[src/rtl/mips_pkg.sv]
/* opcodes, funct codes, control-bit layout and the two views of an instruction word,
   shared by every stage of the pipeline through scoped names */
package mips_pkg;

    localparam int WORD_W = 32;                 // data and instruction width
    localparam int REG_AW = 5;                  // register address width
    localparam int CTRL_W = 8;                  // control vector width

    localparam logic [5:0] OPC_RTYPE = 6'h00;
    localparam logic [5:0] OPC_BEQ   = 6'h04;
    localparam logic [5:0] OPC_BNE   = 6'h05;
    localparam logic [5:0] OPC_ADDI  = 6'h08;
    localparam logic [5:0] OPC_LW    = 6'h23;
    localparam logic [5:0] OPC_SW    = 6'h2b;

    localparam logic [5:0] FN_ADD = 6'h20;
    localparam logic [5:0] FN_SUB = 6'h22;
    localparam logic [5:0] FN_AND = 6'h24;
    localparam logic [5:0] FN_OR  = 6'h25;
    localparam logic [5:0] FN_SLT = 6'h2a;

    localparam int C_REGDST  = 0;               // write rd, not rt
    localparam int C_ALUSRC  = 1;               // b operand is the immediate
    localparam int C_ALUOP0  = 2;
    localparam int C_ALUOP1  = 3;
    localparam int C_MEMRD   = 4;
    localparam int C_MEMWR   = 5;
    localparam int C_MEM2REG = 6;               // load data to register
    localparam int C_REGWR   = 7;

    // one word, decoded as register or immediate format
    typedef union packed
    {
        struct packed
        {
            logic [5:0]        opcode;
            logic [REG_AW-1:0] rs;
            logic [REG_AW-1:0] rt;
            logic [REG_AW-1:0] rd;
            logic [4:0]        shamt;
            logic [5:0]        funct;
        } r;
        struct packed
        {
            logic [5:0]        opcode;
            logic [REG_AW-1:0] rs;
            logic [REG_AW-1:0] rt;
            logic [15:0]       imm16;
        } i;
    } instr_u;

endpackage

[src/rtl/stage_if.sv]
/* pipeline register bundles between decode and execute, and between execute and memory
   the producing stage takes src, the registering stage takes dst */
interface id_ex_if;

    mips_pkg::instr_u                instr;
    logic [mips_pkg::CTRL_W-1:0]     ctrl;
    logic [mips_pkg::WORD_W-1:0]     rs_val;
    logic [mips_pkg::WORD_W-1:0]     rt_val;
    logic [mips_pkg::WORD_W-1:0]     imm;       // sign extended
    logic [mips_pkg::REG_AW-1:0]     dest;      // rd or rt

    modport src (output instr, ctrl, rs_val, rt_val, imm, dest);
    modport dst (input instr, ctrl, rs_val, rt_val, imm, dest);

endinterface

interface ex_mem_if;

    logic [mips_pkg::CTRL_W-1:0]     ctrl;
    logic [mips_pkg::WORD_W-1:0]     alu_result;
    logic [mips_pkg::WORD_W-1:0]     store_data; // rt value for sw
    logic [mips_pkg::REG_AW-1:0]     dest;

    modport src (output ctrl, alu_result, store_data, dest);
    modport dst (input ctrl, alu_result, store_data, dest);

endinterface

[src/rtl/execute_stage.sv]
/* execute register, ALU control and ALU
   a stall from decode pushes a nop bubble into this stage */
module execute_stage
(
    input  logic                        SYS_clk,
    input  logic                        SYS_reset,
    input  logic                        stall,
    id_ex_if.dst                        ide,
    ex_mem_if.src                       exm,
    output logic [mips_pkg::REG_AW-1:0] ex_dest,
    output logic                        ex_regwr
);

    localparam logic [2:0] ALU_ADD = 3'd0;
    localparam logic [2:0] ALU_SUB = 3'd1;
    localparam logic [2:0] ALU_AND = 3'd2;
    localparam logic [2:0] ALU_OR  = 3'd3;
    localparam logic [2:0] ALU_SLT = 3'd4;

    mips_pkg::instr_u            ex_instr;
    logic [mips_pkg::CTRL_W-1:0] ex_ctrl;
    logic [mips_pkg::WORD_W-1:0] ex_rs_val;
    logic [mips_pkg::WORD_W-1:0] ex_rt_val;
    logic [mips_pkg::WORD_W-1:0] ex_imm;
    logic [mips_pkg::WORD_W-1:0] alu_b;
    logic [1:0]                  alu_op;
    logic [2:0]                  alu_sel;

    always_ff @(posedge SYS_clk)
    begin
        if (SYS_reset || stall)
        begin
            ex_instr <= '0;                     // bubble
            ex_ctrl  <= '0;
            ex_dest  <= '0;
        end
        else
        begin
            ex_instr <= ide.instr;
            ex_ctrl  <= ide.ctrl;
            ex_dest  <= ide.dest;
        end
    end

    always_ff @(posedge SYS_clk)
    begin
        ex_rs_val <= ide.rs_val;
        ex_rt_val <= ide.rt_val;
        ex_imm    <= ide.imm;
    end

    assign alu_op = {ex_ctrl[mips_pkg::C_ALUOP1], ex_ctrl[mips_pkg::C_ALUOP0]};

    always_comb
    begin
        case (alu_op)
            2'b00:   alu_sel = ALU_ADD;         // lw, sw, addi
            2'b01:   alu_sel = ALU_SUB;         // beq, bne
            default:
            begin
                case (ex_instr.r.funct)
                    mips_pkg::FN_SUB: alu_sel = ALU_SUB;
                    mips_pkg::FN_AND: alu_sel = ALU_AND;
                    mips_pkg::FN_OR:  alu_sel = ALU_OR;
                    mips_pkg::FN_SLT: alu_sel = ALU_SLT;
                    default:          alu_sel = ALU_ADD;
                endcase
            end
        endcase
    end

    assign alu_b = ex_ctrl[mips_pkg::C_ALUSRC] ? ex_imm : ex_rt_val;

    always_comb
    begin
        case (alu_sel)
            ALU_SUB: exm.alu_result = ex_rs_val - alu_b;
            ALU_AND: exm.alu_result = ex_rs_val & alu_b;
            ALU_OR:  exm.alu_result = ex_rs_val | alu_b;
            ALU_SLT: exm.alu_result = {{(mips_pkg::WORD_W-1){1'b0}},
                                       ($signed(ex_rs_val) < $signed(alu_b))};
            default: exm.alu_result = ex_rs_val + alu_b;
        endcase
    end

    assign exm.ctrl       = ex_ctrl;
    assign exm.store_data = ex_rt_val;
    assign exm.dest       = ex_dest;
    assign ex_regwr       = ex_ctrl[mips_pkg::C_REGWR];

endmodule

[src/rtl/fetch_decode.sv]
/* fetch and decode: program counter, decode register, control decoder,
   register file and the early branch compare with one delay slot */
module fetch_decode
(
    input  logic                        SYS_clk,
    input  logic                        SYS_reset,
    input  logic [mips_pkg::WORD_W-1:0] imem_data,
    input  logic                        stall,
    input  logic                        wb_en,
    input  logic [mips_pkg::REG_AW-1:0] wb_addr,
    input  logic [mips_pkg::WORD_W-1:0] wb_data,
    output logic [mips_pkg::WORD_W-1:0] pc,
    output mips_pkg::instr_u            d_instr,
    id_ex_if.src                        ide
);

    logic [mips_pkg::WORD_W-1:0] d_pc;
    logic [mips_pkg::CTRL_W-1:0] ctrl;
    logic [mips_pkg::WORD_W-1:0] regs [2**mips_pkg::REG_AW];
    logic [mips_pkg::WORD_W-1:0] rs_val;
    logic [mips_pkg::WORD_W-1:0] rt_val;
    logic [mips_pkg::WORD_W-1:0] imm_ext;
    logic [mips_pkg::WORD_W-1:0] br_target;
    logic                        br_taken;

    always_ff @(posedge SYS_clk)
    begin
        if (SYS_reset)
        begin
            pc      <= '0;
            d_instr <= '0;                              // nop in decode
            d_pc    <= '0;
        end
        else if (!stall)
        begin
            pc      <= br_taken ? br_target : pc + mips_pkg::WORD_W'(4);
            d_instr <= imem_data;                       // delay slot on a taken branch
            d_pc    <= pc;
        end
    end

    always_comb
    begin
        ctrl = '0;
        case (d_instr.r.opcode)
            mips_pkg::OPC_RTYPE:
            begin
                ctrl[mips_pkg::C_REGDST] = 1'b1;
                ctrl[mips_pkg::C_ALUOP1] = 1'b1;        // alu follows funct
                ctrl[mips_pkg::C_REGWR]  = 1'b1;
            end
            mips_pkg::OPC_ADDI:
            begin
                ctrl[mips_pkg::C_ALUSRC] = 1'b1;
                ctrl[mips_pkg::C_REGWR]  = 1'b1;
            end
            mips_pkg::OPC_LW:
            begin
                ctrl[mips_pkg::C_ALUSRC]  = 1'b1;
                ctrl[mips_pkg::C_MEMRD]   = 1'b1;
                ctrl[mips_pkg::C_MEM2REG] = 1'b1;
                ctrl[mips_pkg::C_REGWR]   = 1'b1;
            end
            mips_pkg::OPC_SW:
            begin
                ctrl[mips_pkg::C_ALUSRC] = 1'b1;
                ctrl[mips_pkg::C_MEMWR]  = 1'b1;
            end
            mips_pkg::OPC_BEQ, mips_pkg::OPC_BNE:
                ctrl[mips_pkg::C_ALUOP0] = 1'b1;        // subtract, result unused
            default:
                ctrl = '0;                              // unknown opcode runs as nop
        endcase
    end

    // architectural registers start at zero, r0 is never written
    always_ff @(posedge SYS_clk)
    begin
        if (SYS_reset)
        begin
            for (int k = 0; k < 2**mips_pkg::REG_AW; k++)
                regs[k] <= '0;
        end
        else if (wb_en)
            regs[wb_addr] <= wb_data;
    end

    assign rs_val  = (d_instr.r.rs == '0) ? '0 : regs[d_instr.r.rs];
    assign rt_val  = (d_instr.i.rt == '0) ? '0 : regs[d_instr.i.rt];
    assign imm_ext = {{16{d_instr.i.imm16[15]}}, d_instr.i.imm16};

    assign br_target = d_pc + mips_pkg::WORD_W'(4)
                       + {imm_ext[mips_pkg::WORD_W-3:0], 2'b00};
    assign br_taken  = ((d_instr.i.opcode == mips_pkg::OPC_BEQ) && (rs_val == rt_val))
                    || ((d_instr.i.opcode == mips_pkg::OPC_BNE) && (rs_val != rt_val));

    assign ide.instr  = d_instr;
    assign ide.ctrl   = ctrl;
    assign ide.rs_val = rs_val;
    assign ide.rt_val = rt_val;
    assign ide.imm    = imm_ext;
    assign ide.dest   = ctrl[mips_pkg::C_REGDST] ? d_instr.r.rd : d_instr.i.rt;

    // register file write port never targets r0
    a_no_r0_write: assert property (@(posedge SYS_clk) disable iff (SYS_reset)
        wb_en |-> (wb_addr != '0));

endmodule

[src/rtl/hazard_stall.sv]
/* read-after-write check of the decode sources against EX, MEM and WB,
   and the stall counter that freezes fetch and decode until the value is written */
module hazard_stall
(
    input  logic                        SYS_clk,
    input  logic                        SYS_reset,
    input  mips_pkg::instr_u            d_instr,
    input  logic [mips_pkg::REG_AW-1:0] ex_dest,
    input  logic                        ex_regwr,
    input  logic [mips_pkg::REG_AW-1:0] mem_dest,
    input  logic                        mem_regwr,
    input  logic [mips_pkg::REG_AW-1:0] wb_dest,
    input  logic                        wb_regwr,
    output logic                        stall
);

    logic [1:0] cnt;
    logic [1:0] load_val;
    logic       reads_rt;
    logic       hit_ex;
    logic       hit_mem;
    logic       hit_wb;

    function automatic logic src_hit(input logic [mips_pkg::REG_AW-1:0] src,
                                     input logic [mips_pkg::REG_AW-1:0] dest,
                                     input logic                        regwr);
        return regwr && (src != '0) && (src == dest);
    endfunction

    assign reads_rt = (d_instr.i.opcode == mips_pkg::OPC_RTYPE)
                   || (d_instr.i.opcode == mips_pkg::OPC_BEQ)
                   || (d_instr.i.opcode == mips_pkg::OPC_BNE)
                   || (d_instr.i.opcode == mips_pkg::OPC_SW);

    assign hit_ex  = src_hit(d_instr.r.rs, ex_dest, ex_regwr)
                  || (reads_rt && src_hit(d_instr.r.rt, ex_dest, ex_regwr));
    assign hit_mem = src_hit(d_instr.r.rs, mem_dest, mem_regwr)
                  || (reads_rt && src_hit(d_instr.r.rt, mem_dest, mem_regwr));
    assign hit_wb  = src_hit(d_instr.r.rs, wb_dest, wb_regwr)
                  || (reads_rt && src_hit(d_instr.r.rt, wb_dest, wb_regwr));

    // nearest producer sets the longest wait
    assign load_val = hit_ex ? 2'd3 : hit_mem ? 2'd2 : hit_wb ? 2'd1 : 2'd0;
    assign stall    = (cnt != 2'd0) || (load_val != 2'd0);

    always_ff @(posedge SYS_clk)
    begin
        if (SYS_reset)
            cnt <= 2'd0;
        else if (cnt != 2'd0)
            cnt <= cnt - 2'd1;
        else
            cnt <= load_val;
    end

    // last stall cycle finds no producer still in flight
    a_wait_covers_producer: assert property (@(posedge SYS_clk) disable iff (SYS_reset)
        (cnt == 2'd1) |-> !(hit_ex || hit_mem || hit_wb));

endmodule

[src/rtl/memory_stage.sv]
/* memory register and word-addressed data memory
   stores write at the end of the cycle, loads read combinationally */
module memory_stage
#(
    parameter int DMEM_WORDS = 64
)
(
    input  logic                        SYS_clk,
    input  logic                        SYS_reset,
    ex_mem_if.dst                       exm,
    output logic [mips_pkg::CTRL_W-1:0] mem_ctrl,
    output logic [mips_pkg::WORD_W-1:0] mem_alu_result,
    output logic [mips_pkg::WORD_W-1:0] mem_load_data,
    output logic [mips_pkg::REG_AW-1:0] mem_dest
);

    localparam int DMEM_AW = (DMEM_WORDS > 1) ? $clog2(DMEM_WORDS) : 1;

    logic [mips_pkg::WORD_W-1:0] store_q;
    logic [mips_pkg::WORD_W-1:0] dmem [DMEM_WORDS];
    logic [mips_pkg::WORD_W-1:0] word_addr;
    logic [DMEM_AW-1:0]          dmem_idx;

    always_ff @(posedge SYS_clk)
    begin
        if (SYS_reset)
        begin
            mem_ctrl <= '0;
            mem_dest <= '0;
        end
        else
        begin
            mem_ctrl <= exm.ctrl;
            mem_dest <= exm.dest;
        end
    end

    always_ff @(posedge SYS_clk)
    begin
        mem_alu_result <= exm.alu_result;
        store_q        <= exm.store_data;
    end

    assign word_addr = mem_alu_result >> 2;                 // byte to word address
    assign dmem_idx  = DMEM_AW'(word_addr % DMEM_WORDS);    // wraps over the depth

    always_ff @(posedge SYS_clk)
    begin
        if (mem_ctrl[mips_pkg::C_MEMWR])
            dmem[dmem_idx] <= store_q;
    end

    assign mem_load_data = mem_ctrl[mips_pkg::C_MEMRD] ? dmem[dmem_idx] : '0;

    // decoder never issues a load and a store in one word
    a_rd_wr_excl: assert property (@(posedge SYS_clk) disable iff (SYS_reset)
        !(mem_ctrl[mips_pkg::C_MEMRD] && mem_ctrl[mips_pkg::C_MEMWR]));

endmodule

[src/rtl/mips_pipeline.sv]
/* top of the five-stage pipeline, instruction memory sits outside on imem_addr/imem_data
   and the register writes are visible on the wb_* ports */
module mips_pipeline
#(
    parameter int DMEM_WORDS = 64
)
(
    input  logic                        SYS_clk,
    input  logic                        SYS_reset,
    output logic [mips_pkg::WORD_W-1:0] imem_addr,
    input  logic [mips_pkg::WORD_W-1:0] imem_data,
    output logic                        wb_en,
    output logic [mips_pkg::REG_AW-1:0] wb_addr,
    output logic [mips_pkg::WORD_W-1:0] wb_data
);

    mips_pkg::instr_u            d_instr;
    logic                        stall;
    logic [mips_pkg::REG_AW-1:0] ex_dest;
    logic                        ex_regwr;
    logic [mips_pkg::CTRL_W-1:0] mem_ctrl;
    logic [mips_pkg::WORD_W-1:0] mem_alu_result;
    logic [mips_pkg::WORD_W-1:0] mem_load_data;
    logic [mips_pkg::REG_AW-1:0] mem_dest;

    id_ex_if  ide_bus ();
    ex_mem_if exm_bus ();

    fetch_decode u_fetch_decode (
        .SYS_clk   (SYS_clk),
        .SYS_reset (SYS_reset),
        .imem_data (imem_data),
        .stall     (stall),
        .wb_en     (wb_en),
        .wb_addr   (wb_addr),
        .wb_data   (wb_data),
        .pc        (imem_addr),         // pc goes straight to fetch
        .d_instr   (d_instr),
        .ide       (ide_bus.src)
    );

    hazard_stall u_hazard_stall (
        .SYS_clk   (SYS_clk),
        .SYS_reset (SYS_reset),
        .d_instr   (d_instr),
        .ex_dest   (ex_dest),
        .ex_regwr  (ex_regwr),
        .mem_dest  (mem_dest),
        .mem_regwr (mem_ctrl[mips_pkg::C_REGWR]),
        .wb_dest   (wb_addr),
        .wb_regwr  (wb_en),
        .stall     (stall)
    );

    execute_stage u_execute_stage (
        .SYS_clk   (SYS_clk),
        .SYS_reset (SYS_reset),
        .stall     (stall),
        .ide       (ide_bus.dst),
        .exm       (exm_bus.src),
        .ex_dest   (ex_dest),
        .ex_regwr  (ex_regwr)
    );

    memory_stage #(
        .DMEM_WORDS (DMEM_WORDS)
    ) u_memory_stage (
        .SYS_clk        (SYS_clk),
        .SYS_reset      (SYS_reset),
        .exm            (exm_bus.dst),
        .mem_ctrl       (mem_ctrl),
        .mem_alu_result (mem_alu_result),
        .mem_load_data  (mem_load_data),
        .mem_dest       (mem_dest)
    );

    writeback_stage u_writeback_stage (
        .SYS_clk        (SYS_clk),
        .SYS_reset      (SYS_reset),
        .mem_ctrl       (mem_ctrl),
        .mem_alu_result (mem_alu_result),
        .mem_load_data  (mem_load_data),
        .mem_dest       (mem_dest),
        .wb_en          (wb_en),
        .wb_addr        (wb_addr),
        .wb_data        (wb_data)
    );

endmodule

[src/rtl/writeback_stage.sv]
/* write-back register and result select
   drives the register file write port for one cycle per instruction */
module writeback_stage
(
    input  logic                        SYS_clk,
    input  logic                        SYS_reset,
    input  logic [mips_pkg::CTRL_W-1:0] mem_ctrl,
    input  logic [mips_pkg::WORD_W-1:0] mem_alu_result,
    input  logic [mips_pkg::WORD_W-1:0] mem_load_data,
    input  logic [mips_pkg::REG_AW-1:0] mem_dest,
    output logic                        wb_en,
    output logic [mips_pkg::REG_AW-1:0] wb_addr,
    output logic [mips_pkg::WORD_W-1:0] wb_data
);

    logic [mips_pkg::CTRL_W-1:0] wb_ctrl;
    logic [mips_pkg::WORD_W-1:0] wb_alu_result;
    logic [mips_pkg::WORD_W-1:0] wb_load_data;

    always_ff @(posedge SYS_clk)
    begin
        if (SYS_reset)
        begin
            wb_ctrl <= '0;
            wb_addr <= '0;
        end
        else
        begin
            wb_ctrl <= mem_ctrl;
            wb_addr <= mem_dest;
        end
    end

    always_ff @(posedge SYS_clk)
    begin
        wb_alu_result <= mem_alu_result;
        wb_load_data  <= mem_load_data;
    end

    assign wb_en   = wb_ctrl[mips_pkg::C_REGWR] && (wb_addr != '0);   // r0 writes dropped
    assign wb_data = wb_ctrl[mips_pkg::C_MEM2REG] ? wb_load_data : wb_alu_result;

    // load data is selected only for a register-writing load
    a_mem2reg_writes: assert property (@(posedge SYS_clk) disable iff (SYS_reset)
        wb_ctrl[mips_pkg::C_MEM2REG] |-> wb_ctrl[mips_pkg::C_REGWR]);

endmodule

[config.mk]
export PLATFORM = sky130hd
export DESIGN_NAME = mips_pipeline
export DESIGN_NICKNAME = d
export VERILOG_FILES = /design/src/rtl/mips_pkg.sv /design/src/rtl/stage_if.sv /design/src/rtl/execute_stage.sv /design/src/rtl/fetch_decode.sv /design/src/rtl/hazard_stall.sv /design/src/rtl/memory_stage.sv /design/src/rtl/mips_pipeline.sv /design/src/rtl/writeback_stage.sv
export SDC_FILE = /design/constraint.sdc
export NUM_CORES = 2
export LEC_CHECK = 0
export BUFFER_PORTS_ARGS = -buffer_cell sky130_fd_sc_hd__buf_4
export CORE_ASPECT_RATIO = 1.25
export CORE_MARGIN = 1
export CORE_UTILIZATION = 35
export DETAILED_ROUTE_END_ITERATION = 12
export GPL_ROUTABILITY_DRIVEN = 0
export HOLD_SLACK_MARGIN = 0.06
export SKIP_LAST_GASP = 1
export SLEW_MARGIN = 10
export SYNTH_ARGS = -nofsm -noshare
export SYNTH_HDL_FRONTEND = slang
export SYNTH_HIERARCHICAL = 1
export SYNTH_SLANG_ARGS = --single-unit
[constraint.sdc]
create_clock -name SYS_clk -period 9.5 [get_ports SYS_clk]
set_input_delay 2.375 -clock SYS_clk [delete_from_list [all_inputs] [get_ports SYS_clk]]
set_output_delay 2.375 -clock SYS_clk [all_outputs]
set_load 0.02 [all_outputs]
==> Yosys cells after proc, flatten, opt, wreduce, memory -nomap -nowiden <==
Memories as Yosys holds them, arrays and structs flattened. A register that Yosys moved wholly into a read port is not among the register bits.
Index checks and enable logic that the tools add are counted.
{ "totals": {"output_inout_bits": 70, "elab_cells": 124, "n_memories": 2, "in_bits": 34, "ram_bits": 3072, "ff_bits": 319} }
{ "memory_table": {"columns": ["name", "words", "word_bits", "read_ports", "rd_clocked_by_memory_dff", "wr", "line_no", "text"], "rows": [
  ["u_memory_stage.dmem", 64, 32, 1, 1, 1, "memory_stage.sv:20", "logic [mips_pkg::WORD_W-1:0] dmem [DMEM_WORDS];"],
  ["u_fetch_decode.regs", 32, 32, 2, 2, 32, "fetch_decode.sv:19", "logic [mips_pkg::WORD_W-1:0] regs [2**mips_pkg::REG_AW];"]
]} }
{ "classes": {"n_bitwise": 2, "eq_ne": 22, "reduce_logical": 41, "n_mux": 33, "order_cmp": 1, "n_addsub": 6} }
{ "ops": {"columns": ["operator", "n"], "rows": [
  ["2-to-1 mux 32 bit", 6],
  ["case mux 32 bit (4 select lines)", 1],
  ["adder 32 x 3 -> 32 bit (second input constant)", 2],
  ["adder 32 bit", 2],
  ["equality test 6 bit (second input constant)", 6],
  ["AND 32 bit", 1],
  ["equality test 32 bit", 1],
  ["< comparator 32 bit", 1],
  ["inequality test 32 bit", 1],
  ["bitwise OR 32 bit", 1],
  ["OR reduction 32 bit", 1],
  ["subtractor 32 bit", 1],
  ["equality test 5 bit", 6],
  ["2-to-1 mux 5 bit", 6],
  ["logical AND 1 bit", 18],
  ["2-to-1 mux 1 bit", 15],
  ["nonzero test 5 bit", 3],
  ["equality test 6 x 3 -> 1 bit (second input constant)", 2],
  ["case mux 3 bit (4 select lines)", 1],
  ["logical NOT 5 bit", 2],
  ["logical OR 1 bit", 9],
  ["equality test 3 x 2 -> 1 bit (second input constant)", 2],
  ["equality test 6 x 4 -> 1 bit (second input constant)", 1],
  ["logical NOT 6 bit", 1],
  ["11 further kinds", 15]
]} }

==> Depth between registers and ports, before layout <==
{ "logic_depth": {"word_depth": 13, "ltp_mapped": 16, "mapped_depth_nobuf": 16} }

==> Cells and area by module <==
Netlist, hierarchy kept.
{ "by_module_without_submodules": {"columns": ["module", "cells_each", "area_per_inst_um2", "seq_area_each_um2", "instances"], "rows": [
  ["memory_stage", 4464, 79561.3, 63040.5, 1],
  ["fetch_decode", 4373, 61637.9, 32871.5, 1],
  ["execute_stage", 972, 8076.5, 2302.2, 1],
  ["writeback_stage", 116, 1868.0, 1421.4, 1],
  ["hazard_stall", 64, 515.5, 40.0, 1]
]} }

==> Least setup slack after synthesis <==
OpenSTA, ideal clock, no wires.
{ "synth_timing": {"path_kind": "input to register", "start": "input SYS_reset", "end": "memory u_fetch_decode/regs[28][0] (netlist bit) (enable)", "t_required_ns": 9.125, "setup_ns": 0.375, "path_stages": 5, "path_slack_ns": 5.407, "path_buffers": 1, "t_arrival_ns": 3.719, "cell_sequence": "nand2b_1 or3_1 clkbuf_1 nor2_1 or2_2"} }
{ "synth_lines": {"columns": ["item", "line_no", "text"], "rows": [
  ["start: declaration", "mips_pipeline.sv:9", "input logic SYS_reset,"],
  ["end: declaration", "fetch_decode.sv:19", null]
]} }

==> results.md <==
* Cell Pwr Density at 273 nW/um2
* I/O pin cnt at around 100
* Root Buffer: clkbuf_16
* Core ar. at 430,000 um2
* Endpoints failing setup at 0
* Crit path time final at roughly 7200 ps
* Sum Neg Setup Slack at 0 ps
* Crit path cell chain: buf_4, mux4_2, o22ai_1, a211oi_1, a211oi_1, nor4b_1, nand4_1, nor4_2, mux2i_4, buf_12, and2_1, nand3b_1, a41oi_1
* Sink Count at 3,438
* Highest Signal Layer: met5
* Total GRT Usage at 22.5%
* Drt via density at 6.00
* Cell Area, Synth at 151,000 um2
* Vias in the first global route at 94,200
* Wire length on met1 at 179 mm
* Final Max Tran Viols at 2
* Worst Setup End Kind: flop
* H-tree Lvls at 5
* Synth warn at 6
* Syn Area/Cell at approximately 15 um2
* First-pass GRT wire length at 705 mm
* Chip height at about 740 um
* CP startpoint kind: flop
* Met3 wire length at about 46 mm
* Worst path most repeated cell: a211oi_1
* Drt total wl at roughly 500 mm
* Largest net degree at the start of global routing at 119
* Nets at ~10,000
* Kind of critical path: reg2reg
* Final HPWL DP at 298 mm
* Clk Latency, worst-skew pair at 1010 ps
* RSZ-0062 raised after global routing: false
* Maximum capacitance violations at 1
* Outcome: complete, but fails checks
* Worst hold path endpoint: u_writeback_stage/wb_alu_result[11]
* Worst-Margin Slew at about 1600 ps
* Clock skew at 118 ps
* F_max at between 100 and 150 MHz
* Die Wd at ~590 um
* Initial antenna violation count at 40
* Finished Layout Cells at 15,900
* Top delay family on crit path: simple AND/OR/NAND/NOR gates
* CTS tree: done
* Arr. time, crit path at 8070 ps
* Hold Path Origin: u_memory_stage/mem_alu_result[11]
* Layout cell share with drive strength beyond 1 at 18.5%
* Synthesized netlist cell count at roughly 10,000
* Iter 0 DRT Violations at 12,500
* I/O Buffers at a little over 100
* ANT nets after route at 0
* Via count at 95,200
* Tightest Hold Check Type: reg2reg
* Buffers plus inverters on the worst setup path at 2
* Hold depth at 0
* Worst IR Drop VDD at between 0.2 and 0.25 mV
* Max FO, Critical Path at 47
* Post-Syn Nets at 10,200
* Worst r2r dst: u_fetch_decode/pc[7]
* Met2 WL post-DR at 246 mm
* Layout Area Growth over Synthesis at 12.7%
* Die area at 435,000 um2
* Fin crit share at 76.1%
* Clock Path Buffers at 4
* Failing checks: max-capacitance violations, max-slew violations
* Avg WL per Cell at 31.7 um
* Initial Utilization at between 30% and 40%
* Post-CTS Setup Bufs at 0
* Residual DRC count at 0
* TritonCTS Buffers at 354
* Clock-pin slew on the worst setup and hold paths at 70 ps
* First-pass iteration count of the detailed router at 8
* Final Hold Viols at 0
* Rows at 269
* GR Overflow Total at 0
* Critical Path Max Stage Delay at 1000 ps
* Worst reg-to-reg setup slack at 2270 ps
* Max_slew headroom at -4.24%
* Post-CTS Hold Buffers at 0
* Final Total Pwr at 46.5 mW
* R2R cell count at 13
* Req. time, crit path at 10,340 ps
* Leakage power total at 56.7 nW
* Crit path depth at 13
* Crit-path slowest cell: nor4b_1
* Dpl cells at 15,200
* Post-CTS resize count at 0
==> placed cells by master, fill, tap and decap left out, drive strengths merged, types with 111 or more instances in the layout <==
master / count
a211oi: 141
a21oi: 184
a221oi: 259
a22oi: 493
and2: 1090
buf: 428
clkbuf: 455
clkinv: 130
dfxtp: 366
edfxtp: 3072
ha: 167
inv: 131
mux2: 147
mux2i: 306
mux4: 546
nand2: 242
nor2: 478
nor3: 111
o21ai: 139
o22ai: 242
==> metal layers <==
metal / GRT usage, % / up-vias
met5: 0 / -
met4: 12.7 / 16
met3: 4.20 / 1326
met2: 38.0 / 5789
met1: 26.9 / 48900
li1: - / 39100
==> report_power, final <==
part	switching, mW	internal [mW]	total (mW)
Combinational	10.1	4.06	14.1
Clock	6.04	8.12	14.2
Sequential	0.492	17.7	18.2
Total	16.6	29.9	46.5
==> worst max-delay path by stage <==
stage | from | end | slack (ps)
after floorplan | SYS_reset | u_fetch_decode/regs[28][0] | 5410
after global placement | flop | u_fetch_decode/pc[31] | 2370
after detailed placement | flop | u_fetch_decode/pc[31] | 2200
after CTS | flop | u_fetch_decode/pc[31] | 2180
after global routing | flop | u_fetch_decode/pc[31] | 1950
final | flop | u_fetch_decode/pc[7] | 2270
==> registers in the layout, summed over array words and instances (netlist names), named ones only <==
signal / count
u_memory_stage/mem_ctrl: 4
u_writeback_stage/wb_load_data: 32
u_memory_stage/store_q: 32
u_hazard_stall/cnt: 2
u_fetch_decode/pc: 32
u_fetch_decode/regs: 1024
u_writeback_stage/wb_addr: 5
u_execute_stage/exm.ctrl: 7
u_execute_stage/ex_rs_val: 32
u_memory_stage/dmem: 2048
u_memory_stage/mem_dest: 5
u_execute_stage/ex_imm: 32
u_fetch_decode/d_instr: 32
u_memory_stage/mem_alu_result: 32
u_execute_stage/ex_instr: 6
u_writeback_stage/wb_alu_result: 32
u_writeback_stage/wb_ctrl: 2
u_fetch_decode/d_pc: 32
u_execute_stage/ex_dest: 5
u_execute_stage/exm.store_data: 32
==> area by class of cell <==
type | count | area [um2]
multi-input combinational | 5548 | 48000
inverter | 120 | 458
clock inverter | 186 | 2200
sequential | 3438 | 99700
fill | 38900 | 259000
clock buffer | 454 | 9510
tap | 5691 | 7120
antenna | 11 | 27.5
timing repair buffer | 429 | 3510
==> per-stage QoR <==
step / area [um2] / worst slack [ps] / hold WS [ps] / utilization [%]
floorplan: 151000 / 5410 / 310 / -
global placement: 159000 / 2370 / 311 / 36.9
detailed placement: 159000 / 2200 / 312 / 36.9
CTS: 170000 / 2180 / 316 / 39.7
global route: 170000 / 1950 / 323 / 39.7
finish: 171000 / 2270 / 321 / 39.7
Power figures use the tool's default switching activity.
